**src/kem_ctrl_pkg.sv**
```systemverilog
`default_nettype none

package kem_ctrl_pkg;

  ////////////////////////////////////////////////////////////////////////////
  // Commands, phases and expansion opcodes
  ////////////////////////////////////////////////////////////////////////////

  typedef enum logic [1:0] {
    CMD_KEYGEN      = 2'd0,
    CMD_SETUP_TEST  = 2'd1,
    CMD_ADD_ENTROPY = 2'd2
  } kem_cmd_e;

  typedef enum logic [2:0] {
    PH_KEYGEN_PRNG   = 3'd0,
    PH_KEYGEN_SEEDED = 3'd1,
    PH_KEYGEN_MID    = 3'd2,
    PH_GEN_ROWS      = 3'd3,
    PH_KEYGEN_POST   = 3'd4,
    PH_SETUP_TEST    = 3'd5,
    PH_ADD_ENTROPY   = 3'd6
  } phase_e;

  typedef enum logic [3:0] {
    SK_GENERIC      = 4'd0,
    SK_ABSORB_BYTE  = 4'd1,
    SK_ABSORB_ZEROS = 4'd2,
    SK_K_SINGLE     = 4'd3,
    SK_K_LONG_OUT   = 4'd4,
    SK_K_LONG_IN    = 4'd5,
    SK_K_NO_OVERLAP = 4'd6,
    SK_MEM_OP       = 4'd7,
    SK_GEN_ROW_OUT  = 4'd8
  } step_kind_e;

  // Memory opcodes used by the keygen, setupTest and addEntropy phases
  typedef enum logic [4:0] {
    MEM_NONE           = 5'd0,
    MEM_OUT_RNG_STATE  = 5'd1,
    MEM_IN_RNG_STATE   = 5'd2,
    MEM_IN_SEED_SE     = 5'd3,
    MEM_OUT_SEED_SE    = 5'd4,
    MEM_OUT_U          = 5'd5,
    MEM_IN_U           = 5'd6,
    MEM_IN_SALT        = 5'd7,
    MEM_IN_S_ROW       = 5'd8,
    MEM_IN_B_COL       = 5'd9,
    MEM_OUT_B_COL      = 5'd10,
    MEM_OP_B_PLUS_S_AT = 5'd11,
    MEM_OP_ERASE1      = 5'd12
  } mem_cmd_e;

  ////////////////////////////////////////////////////////////////////////////
  // Hub routing and the step word
  ////////////////////////////////////////////////////////////////////////////

  typedef logic [3:0] hub_t;

  localparam hub_t HUB_NONE   = 4'b0000;
  localparam hub_t HUB_KECCAK = 4'b0001;
  localparam hub_t HUB_OUTER  = 4'b0010;
  localparam hub_t HUB_MEM    = 4'b0100;
  localparam hub_t HUB_SEED   = 4'b1000;

  typedef struct packed {
    step_kind_e kind;
    logic       last;
    logic       sampled;
    logic [8:0] param;
    mem_cmd_e   mem;
    logic       pack;
    hub_t       dst;
    hub_t       src;
  } step_t;

  // Unit-select mask bit positions
  localparam int UNIT_W     = 8;
  localparam int UNIT_K     = 0;
  localparam int UNIT_H     = 1;
  localparam int UNIT_M     = 2;
  localparam int UNIT_S     = 3;
  localparam int UNIT_K_IN  = 4;
  localparam int UNIT_K_OUT = 5;
  localparam int UNIT_O_IN  = 6;
  localparam int UNIT_O_OUT = 7;

  localparam int GEN_ROWS  = 4;
  localparam int ROW_W     = 16;
  localparam int CREDITS   = 4;
  localparam int CREDIT_W  = 3;
  localparam int MAX_STEPS = 10;
  localparam int STEP_W    = 4;
  localparam int IN_WORDS  = 16;
  localparam int OUT_WORDS = 4;
  localparam int WORDS_W   = 5;

endpackage

`default_nettype wire

```
**src/kem_ctrl_ifs.sv**
```systemverilog
`timescale 1ns/1ps
`default_nettype none

// One phase per transfer from planner to sequencer
interface phase_if;
  import kem_ctrl_pkg::*;

  logic             valid;
  logic             ready;
  phase_e           phase;
  logic [ROW_W-1:0] row;

  modport src (output valid, output phase, output row, input ready);
  modport dst (input valid, input phase, input row, output ready);
endinterface

// One micro-step per transfer from sequencer to expander
interface step_if;
  import kem_ctrl_pkg::*;

  logic  valid;
  logic  ready;
  step_t step;
  // High on the final step of a phase
  logic  phase_end;

  modport src (output valid, output step, output phase_end, input ready);
  modport dst (input valid, input step, input phase_end, output ready);
endinterface

`default_nettype wire

```
**src/kem_ctrl_top.sv**
```systemverilog
`timescale 1ns/1ps
`default_nettype none

module kem_ctrl_top (
  input  logic                             clk,
  input  logic                             i_rst_n,
  input  logic                             i_cmd_valid,
  input  kem_ctrl_pkg::kem_cmd_e           i_cmd,
  input  logic                             i_credit,
  output logic                             o_cmd_ready,
  output logic                             o_op_valid,
  output kem_ctrl_pkg::step_t              o_op,
  output logic [kem_ctrl_pkg::UNIT_W-1:0]  o_op_units,
  output logic [kem_ctrl_pkg::WORDS_W-1:0] o_op_in_words,
  output logic [kem_ctrl_pkg::WORDS_W-1:0] o_op_out_words
);
  import kem_ctrl_pkg::*;

  phase_if u_phase_if ();
  step_if  u_step_if ();

  // Command to phases
  phase_planner u_phase_planner (
    .clk         (clk),
    .i_rst_n     (i_rst_n),
    .i_cmd_valid (i_cmd_valid),
    .i_cmd       (i_cmd),
    .o_cmd_ready (o_cmd_ready),
    .phase       (u_phase_if.src)
  );

  // Phases to micro-steps
  step_sequencer u_step_sequencer (
    .clk     (clk),
    .i_rst_n (i_rst_n),
    .phase   (u_phase_if.dst),
    .step    (u_step_if.src)
  );

  // Micro-steps to core operations
  unit_expander u_unit_expander (
    .clk            (clk),
    .i_rst_n        (i_rst_n),
    .step           (u_step_if.dst),
    .i_credit       (i_credit),
    .o_op_valid     (o_op_valid),
    .o_op           (o_op),
    .o_op_units     (o_op_units),
    .o_op_in_words  (o_op_in_words),
    .o_op_out_words (o_op_out_words)
  );

endmodule

`default_nettype wire

```
**src/phase_planner.sv**
```systemverilog
`timescale 1ns/1ps
`default_nettype none

module phase_planner (
  input  logic                   clk,
  input  logic                   i_rst_n,
  input  logic                   i_cmd_valid,
  input  kem_ctrl_pkg::kem_cmd_e i_cmd,
  output logic                   o_cmd_ready,
  phase_if.src                   phase
);
  import kem_ctrl_pkg::*;

  kem_cmd_e         cmd_q;
  logic [1:0]       idx_q;
  logic [ROW_W-1:0] row_q;
  logic             valid_q;
  logic             test_q;
  logic             accept;
  logic             xfer;
  logic             last_row;
  logic             last_phase;

  assign o_cmd_ready = ~valid_q;
  assign accept      = i_cmd_valid & o_cmd_ready;
  assign xfer        = phase.valid & phase.ready;
  assign last_row    = (row_q == ROW_W'(GEN_ROWS - 1));
  assign last_phase  = (cmd_q != CMD_KEYGEN) || (idx_q == 2'd3);

  assign phase.valid = valid_q;
  assign phase.row   = row_q;

  // Phase list per command
  always_comb begin
    phase.phase = PH_ADD_ENTROPY;
    case (cmd_q)
      CMD_KEYGEN: begin
        case (idx_q)
          2'd0:    phase.phase = test_q ? PH_KEYGEN_SEEDED : PH_KEYGEN_PRNG;
          2'd1:    phase.phase = PH_KEYGEN_MID;
          2'd2:    phase.phase = PH_GEN_ROWS;
          default: phase.phase = PH_KEYGEN_POST;
        endcase
      end
      CMD_SETUP_TEST: phase.phase = PH_SETUP_TEST;
      default:        phase.phase = PH_ADD_ENTROPY;
    endcase
  end

  always_ff @(posedge clk or negedge i_rst_n) begin
    if (!i_rst_n) begin
      cmd_q   <= CMD_KEYGEN;
      idx_q   <= '0;
      row_q   <= '0;
      valid_q <= 1'b0;
      test_q  <= 1'b0;
    end else if (accept) begin
      // cmd_q still holds the previous command here
      test_q  <= (cmd_q == CMD_SETUP_TEST);
      cmd_q   <= i_cmd;
      idx_q   <= '0;
      row_q   <= '0;
      valid_q <= 1'b1;
    end else if (xfer) begin
      if (phase.phase == PH_GEN_ROWS && !last_row) begin
        row_q <= row_q + 1'b1;
      end else if (last_phase) begin
        valid_q <= 1'b0;
      end else begin
        idx_q <= idx_q + 1'b1;
      end
    end
  end

endmodule

`default_nettype wire

```
**src/step_sequencer.sv**
```systemverilog
`timescale 1ns/1ps
`default_nettype none

module step_sequencer (
  input  logic clk,
  input  logic i_rst_n,
  phase_if.dst phase,
  step_if.src  step
);
  import kem_ctrl_pkg::*;

  phase_e            ph_q;
  logic [ROW_W-1:0]  row_q;
  logic [STEP_W-1:0] cnt_q;
  logic              active_q;
  logic [STEP_W-1:0] len;
  step_t             st;
  logic              step_xfer;

  function automatic step_t mk(step_kind_e kind, logic last, logic sampled,
                               logic [8:0] param, mem_cmd_e mem, logic pack,
                               hub_t dst, hub_t src);
    step_t s;
    s.kind    = kind;
    s.last    = last;
    s.sampled = sampled;
    s.param   = param;
    s.mem     = mem;
    s.pack    = pack;
    s.dst     = dst;
    s.src     = src;
    return s;
  endfunction

  always_comb begin
    case (ph_q)
      PH_KEYGEN_PRNG:   len = STEP_W'(MAX_STEPS);
      PH_KEYGEN_SEEDED: len = 4'd1;
      PH_KEYGEN_MID:    len = STEP_W'(MAX_STEPS);
      PH_GEN_ROWS:      len = 4'd4;
      PH_KEYGEN_POST:   len = 4'd6;
      PH_SETUP_TEST:    len = 4'd4;
      default:          len = 4'd5;
    endcase
  end

  ////////////////////////////////////////////////////////////////////////////
  // Step table
  ////////////////////////////////////////////////////////////////////////////

  always_comb begin
    st = mk(SK_GENERIC, 1'b0, 1'b0, '0, MEM_NONE, 1'b0, HUB_NONE, HUB_NONE);
    case (ph_q)
      PH_KEYGEN_PRNG: case (cnt_q)
        // Seeds from the RNG state, then advance the RNG state
        4'd0: st = mk(SK_ABSORB_BYTE, 1'b0, 1'b0, 9'h000, MEM_NONE, 1'b0, HUB_NONE, HUB_NONE);
        4'd1: st = mk(SK_GENERIC, 1'b1, 1'b0, '0, MEM_OUT_RNG_STATE, 1'b0, HUB_KECCAK, HUB_MEM);
        4'd2: st = mk(SK_K_SINGLE, 1'b0, 1'b0, '0, MEM_NONE, 1'b0, HUB_NONE, HUB_NONE);
        4'd3: st = mk(SK_GENERIC, 1'b0, 1'b0, '0, MEM_NONE, 1'b0, HUB_OUTER, HUB_KECCAK);
        4'd4: st = mk(SK_GENERIC, 1'b0, 1'b0, '0, MEM_IN_SEED_SE, 1'b0, HUB_MEM, HUB_KECCAK);
        4'd5: st = mk(SK_GENERIC, 1'b1, 1'b0, '0, MEM_NONE, 1'b0, HUB_SEED, HUB_KECCAK);
        4'd6: st = mk(SK_K_SINGLE, 1'b0, 1'b0, '0, MEM_NONE, 1'b0, HUB_NONE, HUB_NONE);
        4'd7: st = mk(SK_ABSORB_BYTE, 1'b0, 1'b0, 9'h001, MEM_NONE, 1'b0, HUB_NONE, HUB_NONE);
        4'd8: st = mk(SK_GENERIC, 1'b1, 1'b0, '0, MEM_OUT_RNG_STATE, 1'b0, HUB_KECCAK, HUB_MEM);
        default: st = mk(SK_GENERIC, 1'b1, 1'b0, '0, MEM_IN_RNG_STATE, 1'b0, HUB_MEM, HUB_KECCAK);
      endcase
      // Test mode takes the secret from the preloaded u
      PH_KEYGEN_SEEDED: st = mk(SK_GENERIC, 1'b0, 1'b0, '0, MEM_OUT_U, 1'b0, HUB_OUTER, HUB_MEM);
      PH_KEYGEN_MID: case (cnt_q)
        4'd0: st = mk(SK_K_LONG_OUT, 1'b0, 1'b0, 9'd317, MEM_NONE, 1'b0, HUB_NONE, HUB_NONE);
        4'd1: st = mk(SK_ABSORB_BYTE, 1'b0, 1'b0, 9'h05f, MEM_NONE, 1'b0, HUB_NONE, HUB_NONE);
        4'd2: st = mk(SK_GENERIC, 1'b1, 1'b0, '0, MEM_OUT_SEED_SE, 1'b0, HUB_KECCAK, HUB_MEM);
        4'd3: st = mk(SK_GENERIC, 1'b0, 1'b1, '0, MEM_IN_S_ROW, 1'b0,
                      HUB_MEM | HUB_OUTER, HUB_KECCAK);
        4'd4: st = mk(SK_GENERIC, 1'b1, 1'b1, '0, MEM_IN_B_COL, 1'b0, HUB_MEM, HUB_KECCAK);
        4'd5: st = mk(SK_K_SINGLE, 1'b0, 1'b0, '0, MEM_NONE, 1'b0, HUB_NONE, HUB_NONE);
        4'd6: st = mk(SK_GENERIC, 1'b1, 1'b0, '0, MEM_NONE, 1'b0, HUB_KECCAK, HUB_SEED);
        4'd7: st = mk(SK_GENERIC, 1'b1, 1'b0, '0, MEM_NONE, 1'b0,
                      HUB_SEED | HUB_OUTER, HUB_KECCAK);
        4'd8: st = mk(SK_K_NO_OVERLAP, 1'b0, 1'b0, '0, MEM_NONE, 1'b0, HUB_NONE, HUB_NONE);
        default: st = mk(SK_MEM_OP, 1'b0, 1'b0, '0, MEM_OP_B_PLUS_S_AT, 1'b0, HUB_NONE, HUB_NONE);
      endcase
      // One matrix row with the row index absorbed little endian
      PH_GEN_ROWS: case (cnt_q)
        4'd0: st = mk(SK_ABSORB_BYTE, 1'b0, 1'b0, {1'b0, row_q[7:0]}, MEM_NONE, 1'b0,
                      HUB_NONE, HUB_NONE);
        4'd1: st = mk(SK_ABSORB_BYTE, 1'b0, 1'b0, {1'b0, row_q[15:8]}, MEM_NONE, 1'b0,
                      HUB_NONE, HUB_NONE);
        4'd2: st = mk(SK_GENERIC, 1'b1, 1'b0, '0, MEM_NONE, 1'b0, HUB_KECCAK, HUB_SEED);
        default: st = mk(SK_GEN_ROW_OUT, 1'b1, 1'b0, '0, MEM_NONE, 1'b0, HUB_MEM, HUB_KECCAK);
      endcase
      PH_KEYGEN_POST: case (cnt_q)
        4'd0: st = mk(SK_K_NO_OVERLAP, 1'b0, 1'b0, '0, MEM_NONE, 1'b0, HUB_NONE, HUB_NONE);
        4'd1: st = mk(SK_K_LONG_IN, 1'b0, 1'b0, 9'd159, MEM_NONE, 1'b0, HUB_NONE, HUB_NONE);
        4'd2: st = mk(SK_GENERIC, 1'b0, 1'b0, '0, MEM_NONE, 1'b0, HUB_KECCAK, HUB_SEED);
        4'd3: st = mk(SK_GENERIC, 1'b1, 1'b0, '0, MEM_OUT_B_COL, 1'b1,
                      HUB_KECCAK | HUB_OUTER, HUB_MEM);
        4'd4: st = mk(SK_GENERIC, 1'b1, 1'b0, '0, MEM_NONE, 1'b0, HUB_OUTER, HUB_KECCAK);
        default: st = mk(SK_MEM_OP, 1'b0, 1'b0, '0, MEM_OP_ERASE1, 1'b0, HUB_NONE, HUB_NONE);
      endcase
      PH_SETUP_TEST: case (cnt_q)
        4'd0: st = mk(SK_GENERIC, 1'b0, 1'b0, '0, MEM_IN_SEED_SE, 1'b0, HUB_MEM, HUB_OUTER);
        4'd1: st = mk(SK_GENERIC, 1'b0, 1'b0, '0, MEM_IN_U, 1'b0, HUB_MEM, HUB_OUTER);
        4'd2: st = mk(SK_GENERIC, 1'b0, 1'b0, '0, MEM_IN_SALT, 1'b0, HUB_MEM, HUB_OUTER);
        default: st = mk(SK_GENERIC, 1'b0, 1'b0, '0, MEM_NONE, 1'b0, HUB_SEED, HUB_OUTER);
      endcase
      default: case (cnt_q)
        // RNG state mixed with 16 words of outside entropy
        4'd0: st = mk(SK_K_SINGLE, 1'b0, 1'b0, '0, MEM_NONE, 1'b0, HUB_NONE, HUB_NONE);
        4'd1: st = mk(SK_ABSORB_BYTE, 1'b0, 1'b0, 9'h005, MEM_NONE, 1'b0, HUB_NONE, HUB_NONE);
        4'd2: st = mk(SK_GENERIC, 1'b0, 1'b0, '0, MEM_OUT_RNG_STATE, 1'b0, HUB_KECCAK, HUB_MEM);
        4'd3: st = mk(SK_GENERIC, 1'b1, 1'b0, '0, MEM_NONE, 1'b0, HUB_KECCAK, HUB_OUTER);
        default: st = mk(SK_GENERIC, 1'b1, 1'b0, '0, MEM_IN_RNG_STATE, 1'b0, HUB_MEM, HUB_KECCAK);
      endcase
    endcase
  end

  assign step.valid     = active_q;
  assign step.step      = st;
  assign step.phase_end = (cnt_q == len - 1'b1);
  assign step_xfer      = step.valid & step.ready;

  // Next phase is taken in the same cycle as the final step leaves
  assign phase.ready = ~active_q | (step_xfer & step.phase_end);

  always_ff @(posedge clk or negedge i_rst_n) begin
    if (!i_rst_n) begin
      ph_q     <= PH_KEYGEN_PRNG;
      row_q    <= '0;
      cnt_q    <= '0;
      active_q <= 1'b0;
    end else if (phase.valid && phase.ready) begin
      ph_q     <= phase.phase;
      row_q    <= phase.row;
      cnt_q    <= '0;
      active_q <= 1'b1;
    end else if (step_xfer) begin
      if (step.phase_end) begin
        active_q <= 1'b0;
      end else begin
        cnt_q <= cnt_q + 1'b1;
      end
    end
  end

endmodule

`default_nettype wire

```
**src/unit_expander.sv**
```systemverilog
`timescale 1ns/1ps
`default_nettype none

module unit_expander (
  input  logic                               clk,
  input  logic                               i_rst_n,
  step_if.dst                                step,
  input  logic                               i_credit,
  output logic                               o_op_valid,
  output kem_ctrl_pkg::step_t                o_op,
  output logic [kem_ctrl_pkg::UNIT_W-1:0]    o_op_units,
  output logic [kem_ctrl_pkg::WORDS_W-1:0]   o_op_in_words,
  output logic [kem_ctrl_pkg::WORDS_W-1:0]   o_op_out_words
);
  import kem_ctrl_pkg::*;

  logic [UNIT_W-1:0]   units;
  logic [WORDS_W-1:0]  in_words;
  logic [WORDS_W-1:0]  out_words;
  hub_t                either;
  logic                occ_q;
  logic [CREDIT_W-1:0] credit_q;
  logic                fire;
  logic                load;

  assign either = step.step.dst | step.step.src;

  // Unit-select mask from the kind and the hub route
  always_comb begin
    units = '0;
    if (step.step.kind == SK_GEN_ROW_OUT) begin
      units[UNIT_K]     = 1'b1;
      units[UNIT_H]     = 1'b1;
      units[UNIT_K_OUT] = 1'b1;
    end else begin
      units[UNIT_K_IN]  = ((step.step.dst & HUB_KECCAK) != '0) ||
                          (step.step.kind inside {SK_ABSORB_BYTE, SK_ABSORB_ZEROS});
      units[UNIT_K_OUT] = (step.step.src & HUB_KECCAK) != '0;
      units[UNIT_O_OUT] = (step.step.dst & HUB_OUTER) != '0;
      units[UNIT_O_IN]  = (step.step.src & HUB_OUTER) != '0;
      units[UNIT_M]     = ((either & HUB_MEM) != '0) || (step.step.kind == SK_MEM_OP);
      units[UNIT_S]     = (either & HUB_SEED) != '0;
      units[UNIT_H]     = either != '0;
      units[UNIT_K]     = step.step.kind inside {SK_K_SINGLE, SK_K_LONG_OUT,
                                                 SK_K_LONG_IN, SK_K_NO_OVERLAP};
    end
  end

  assign in_words  = (step.step.dst == HUB_KECCAK && step.step.src == HUB_OUTER) ?
                     WORDS_W'(IN_WORDS) : '0;
  assign out_words = (step.step.dst == HUB_OUTER && step.step.src == HUB_KECCAK) ?
                     WORDS_W'(OUT_WORDS) : '0;

  // An operation leaves only against a credit
  assign fire       = occ_q & (credit_q != '0);
  assign o_op_valid = fire;
  assign step.ready = ~occ_q | fire;
  assign load       = step.valid & step.ready;

  always_ff @(posedge clk or negedge i_rst_n) begin
    if (!i_rst_n) begin
      occ_q    <= 1'b0;
      credit_q <= CREDIT_W'(CREDITS);
    end else begin
      if (load) begin
        occ_q <= 1'b1;
      end else if (fire) begin
        occ_q <= 1'b0;
      end
      case ({fire, i_credit})
        2'b10:   credit_q <= credit_q - 1'b1;
        2'b01:   credit_q <= credit_q + 1'b1;
        default: credit_q <= credit_q;
      endcase
    end
  end

  always_ff @(posedge clk) begin
    if (load) begin
      o_op           <= step.step;
      o_op_units     <= units;
      o_op_in_words  <= in_words;
      o_op_out_words <= out_words;
    end
  end

endmodule

`default_nettype wire

```
**config.mk**
```make
export PLATFORM = sky130hd
export DESIGN_NAME = kem_ctrl_top
export DESIGN_NICKNAME = d
export VERILOG_FILES = /design/src/kem_ctrl_pkg.sv /design/src/kem_ctrl_ifs.sv /design/src/kem_ctrl_top.sv /design/src/phase_planner.sv /design/src/step_sequencer.sv /design/src/unit_expander.sv
export SDC_FILE = /design/constraint.sdc
export NUM_CORES = 1
export LEC_CHECK = 0
export BUFFER_PORTS_ARGS = -buffer_cell sky130_fd_sc_hd__buf_2
export CORE_ASPECT_RATIO = 0.9
export CORE_MARGIN = 1.5
export CORE_UTILIZATION = 64
export CTS_CLUSTER_SIZE = 25
export DETAILED_ROUTE_END_ITERATION = 8
export PLACE_DENSITY = 0.86
export SLEW_MARGIN = 30
export SYNTH_ARGS = -nofsm -noshare
export SYNTH_HDL_FRONTEND = slang
export SYNTH_SLANG_ARGS = --single-unit
```
**constraint.sdc**
```tcl
create_clock -name clk -period 8 [get_ports clk]
set_input_delay 1.6 -clock clk [delete_from_list [all_inputs] [get_ports clk]]
set_output_delay 1.6 -clock clk [all_outputs]
set_load 0.05 [all_outputs]
```
==> out/metrics.cfg <==
[status]
status = complete, no violations

[cells_and_area]
area_growth_pct = 7.646
mostFrequentLayoutCells = dfrtp_1, nand2_1, buf_2
fin_cells = 635
multiInputGateArea_um2 = 2489
antenna_cells = 0
drive_above_1_share_pct = 16.88
register_area_um2 = 2395
nNetsFinal = 554
mostFrequentLayoutCell = dfrtp_1
fillCellCount = 584

[critical_path]
cp_slowest_cell = dfrtp_1
cp-end-kind = register
r2r-start = u_step_sequencer.ph_q[1]
path_max_fanout = 30
cp_cell_sequence = inv_1 -> nor2_1 -> nor2_1 -> ha_1 -> xor2_1 -> nand3_1 -> o41ai_4 -> nand2_2 -> o41ai_1
critPathLaunchType = register
r2r_end = u_phase_planner.phase.row[3]
cpPeakStageDelay_ns = 0.88
crit_required_ns = 8.24
cpMostUsedCell = nor2_1
worstPathArrival_ns = 4.01
critPathBufInv = 1
critPathKind = reg -> reg
reg2reg_setup_slack_ns = 4.24
cp_top_family = compound AO/OA/AOI/OAI gates
reg2reg_depth = 9

[timing]
finalHoldViolCount = 0
tightestPinTransition_ns = 0.8010
max_slew_margin_pct = 45.92
post-route-period-util_pct = 47.04
clock.fmax_mhz = 265.7
rsz0062_at_grt = false
min_period_ns = 3.763
drv_slew = 0
tns_ns = 0
setup_viol = 0
fin_skew_ns = 0.01706

[pwr]
p_leak_nw = 2.498
ir_worst_vdd_v = 0.0002728
p_clk_share_pct = 12.0
power.density_nw_per_um2 = 459.4
switching_share_pct = 51.22
p_int_mw = 1.244
seqPwrFrac_pct = 31.9
p_comb_share_pct = 56.1
p_switching_mw = 1.306
fin_total_pwr_mw = 2.549

[cts]
postCtsSetupRepairBufs = 0
clk_latency_ns = 0.38
cts.clk_slew.worst_paths_ns = 0.09
numCtsBuffers = 9
holdBufCountCts = 0
clk_path_buf_depth = 2
cts_tree = done
clock_tree.root_cell = clkbuf_8
cts_max_level = 3
post_cts_resized = 0
cts_sinks = 88

[routing]
drt-wirelength-per-cell_um = 19.08
ant_nets = 0
first_pass_iters = 5
drtIter0Drc = 511
post_drt_via_cell_ratio = 6.649
drc = 0
finalWirelength_mm = 12.12
vias = 4222

[floorplan]
start_util_pct = 67.32
die-area_um2 = 8602
die_w_um = 97.60
num_io_pins = 55
fp-row-count = 30
core_area_um2 = 7657
die_y_um = 88.14

[grt]
grt_pass1_vias = 3772
grt_max_degree = 51
antenna_found_initial = 0
grt_overflow = 0
grt.met1_usage_pct = 42.51
grt.busiest_layer = met2
grt_use_met2_pct = 44.32
track_usage_pct = 28.98
use_met3_pct = 6.145
grt_pass1_wl_mm = 19.56

[placed_design]
gp_congestion = 0.9608
hpwlAfterDp_mm = 8.351
numPortBuffers = 45
dp.cells = 618

[worst_hold_path]
holdPathStages = 2
hold_start = u_phase_planner.test_q
min_path_type = reg -> reg
min_to = u_phase_planner.test_q

[logic_synthesis]
syn_inst = 512
synthArstFlopShare_pct = 56.82
synthFlopType = dfrtp_1
ys_types = 69
synth_edf_count = 38
syn-cell-area_um2 = 5155
ys_ff_latch = 88
syn-mean-instance-area_um2 = 10.07
ys_warn_count = 0
synth_seq_area_share_pct = 46.43

[run]
cap_violations = 0

power groups by stage:
stage                     registers [mW]  logic [mW]  clock network (mW)
after floorplan                     1.02       0.887                   0
after global placement             0.810        1.35                   0
after detailed placement           0.823        1.38                   0
after CTS                          0.813        1.39               0.308
after global routing               0.837        1.53               0.330
final                              0.814        1.43               0.305
cells in the mapped netlist, types with 6 or more instances:
cell	instances	area, um^2
dfrtp_1	49	1226
nand2_1	47	176.4
edfxtp_1	38	1141
nor2_1	31	116.4
clkbuf_1	24	90.09
o21ai_0	24	120.1
inv_1	20	75.07
a21oi_1	18	90.09
ha_1	13	162.7
mux2_1	13	146.4
nand2b_1	13	81.33
nor3_1	13	65.06
mux2i_1	12	120.1
nand3_1	12	60.06
nand4_1	10	62.56
buf_4	9	67.56
o22ai_1	9	56.30
o41ai_1	8	70.07
a22oi_1	7	52.55
buf_2	7	35.03
mux2_2	7	78.83
nor4_1	7	43.79
or2_2	7	43.79
nand3b_1	6	45.04
or3_1	6	37.54
or4_1	6	45.04
stage by stage:
stage / utilization (%) / instance area (um^2) / setup WS [ns] / hold slack (ns)
after floorplan: - / 5185 / 5.005 / 0.4487
after global placement: 69.46 / 5319 / 4.558 / 0.4697
after detailed placement: 69.53 / 5324 / 4.327 / 0.4755
after CTS: 72.09 / 5520 / 4.239 / 0.4939
after global routing: 72.47 / 5549 / 3.935 / 0.5222
final: 72.47 / 5549 / 4.237 / 0.4924
state kept, by name, summed over array words and instances (netlist names):
signal	flops
u_step_sequencer.ph_q	3
u_phase_planner.idx_q	2
u_unit_expander.o_op_out_words	1
u_unit_expander.o_op_in_words	1
u_step_sequencer.step.valid	1
u_step_sequencer.row_q	16
u_unit_expander.o_op	28
u_step_sequencer.cnt_q	4
u_unit_expander.occ_q	1
u_phase_planner.phase.row	16
u_unit_expander.credit_q	3
u_phase_planner.cmd_q	2
u_phase_planner.test_q	1
u_unit_expander.o_op_units	8
u_phase_planner.phase.valid	1
cells by family (layout without fill, tap and decap cells):
family | after synthesis | count (layout) | synth area share (%)
fa+ha+maj | 14 | 14 | 3.544
flops | 88 | 88 | 46.43
compound gates | 114 | 114 | 16.00
xor+xnor | 8 | 8 | 1.505
other cells | 1 | 9 | 0.07275
simple gates | 189 | 189 | 19.68
buf+inv | 66 | 85 | 6.068
mux | 32 | 32 | 6.699
worst max path at each step:
stage                                 from                      endpoint  slack [ns]  cells after the start
3_5_place_dp      u_step_sequencer.ph_q[2]  u_phase_planner.phase.row[3]        4.33                      9
5_1_grt           u_step_sequencer.ph_q[1]  u_phase_planner.phase.row[3]        3.93                      9
3_3_place_gp      u_step_sequencer.ph_q[2]   u_phase_planner.phase.valid        4.56                      9
6_report          u_step_sequencer.ph_q[1]  u_phase_planner.phase.row[3]        4.24                      9
2_1_floorplan  u_unit_expander.credit_q[2]       u_unit_expander.o_op[0]        5.00                      4
4_1_cts           u_step_sequencer.ph_q[2]  u_phase_planner.phase.row[3]        4.24                      9
metal layers:
layer	vias to the layer above	wire length, um
li1	1936	-
met1	2009	5242
met3	24	1221
met2	253	5456
met5	-	0
met4	0	196
final cells by class:
class	instances	area share, %
timing repair buffer	48	4.870
inverter	21	1.421
clock buffer	9	2.232
sequential	88	43.16
multi-input combinational	366	44.85
clock inverter	7	1.308
tap	96	2.165
worst reg2reg max path, stage by stage, from the launching register on:
cell	delay (ns)
dfrtp_1	0.88
inv_1	0.24
nor2_1	0.25
nor2_1	0.08
ha_1	0.33
xor2_1	0.19
nand3_1	0.22
o41ai_4	0.49
nand2_2	0.44
o41ai_1	0.53
(Power assumes the default switching activity.)
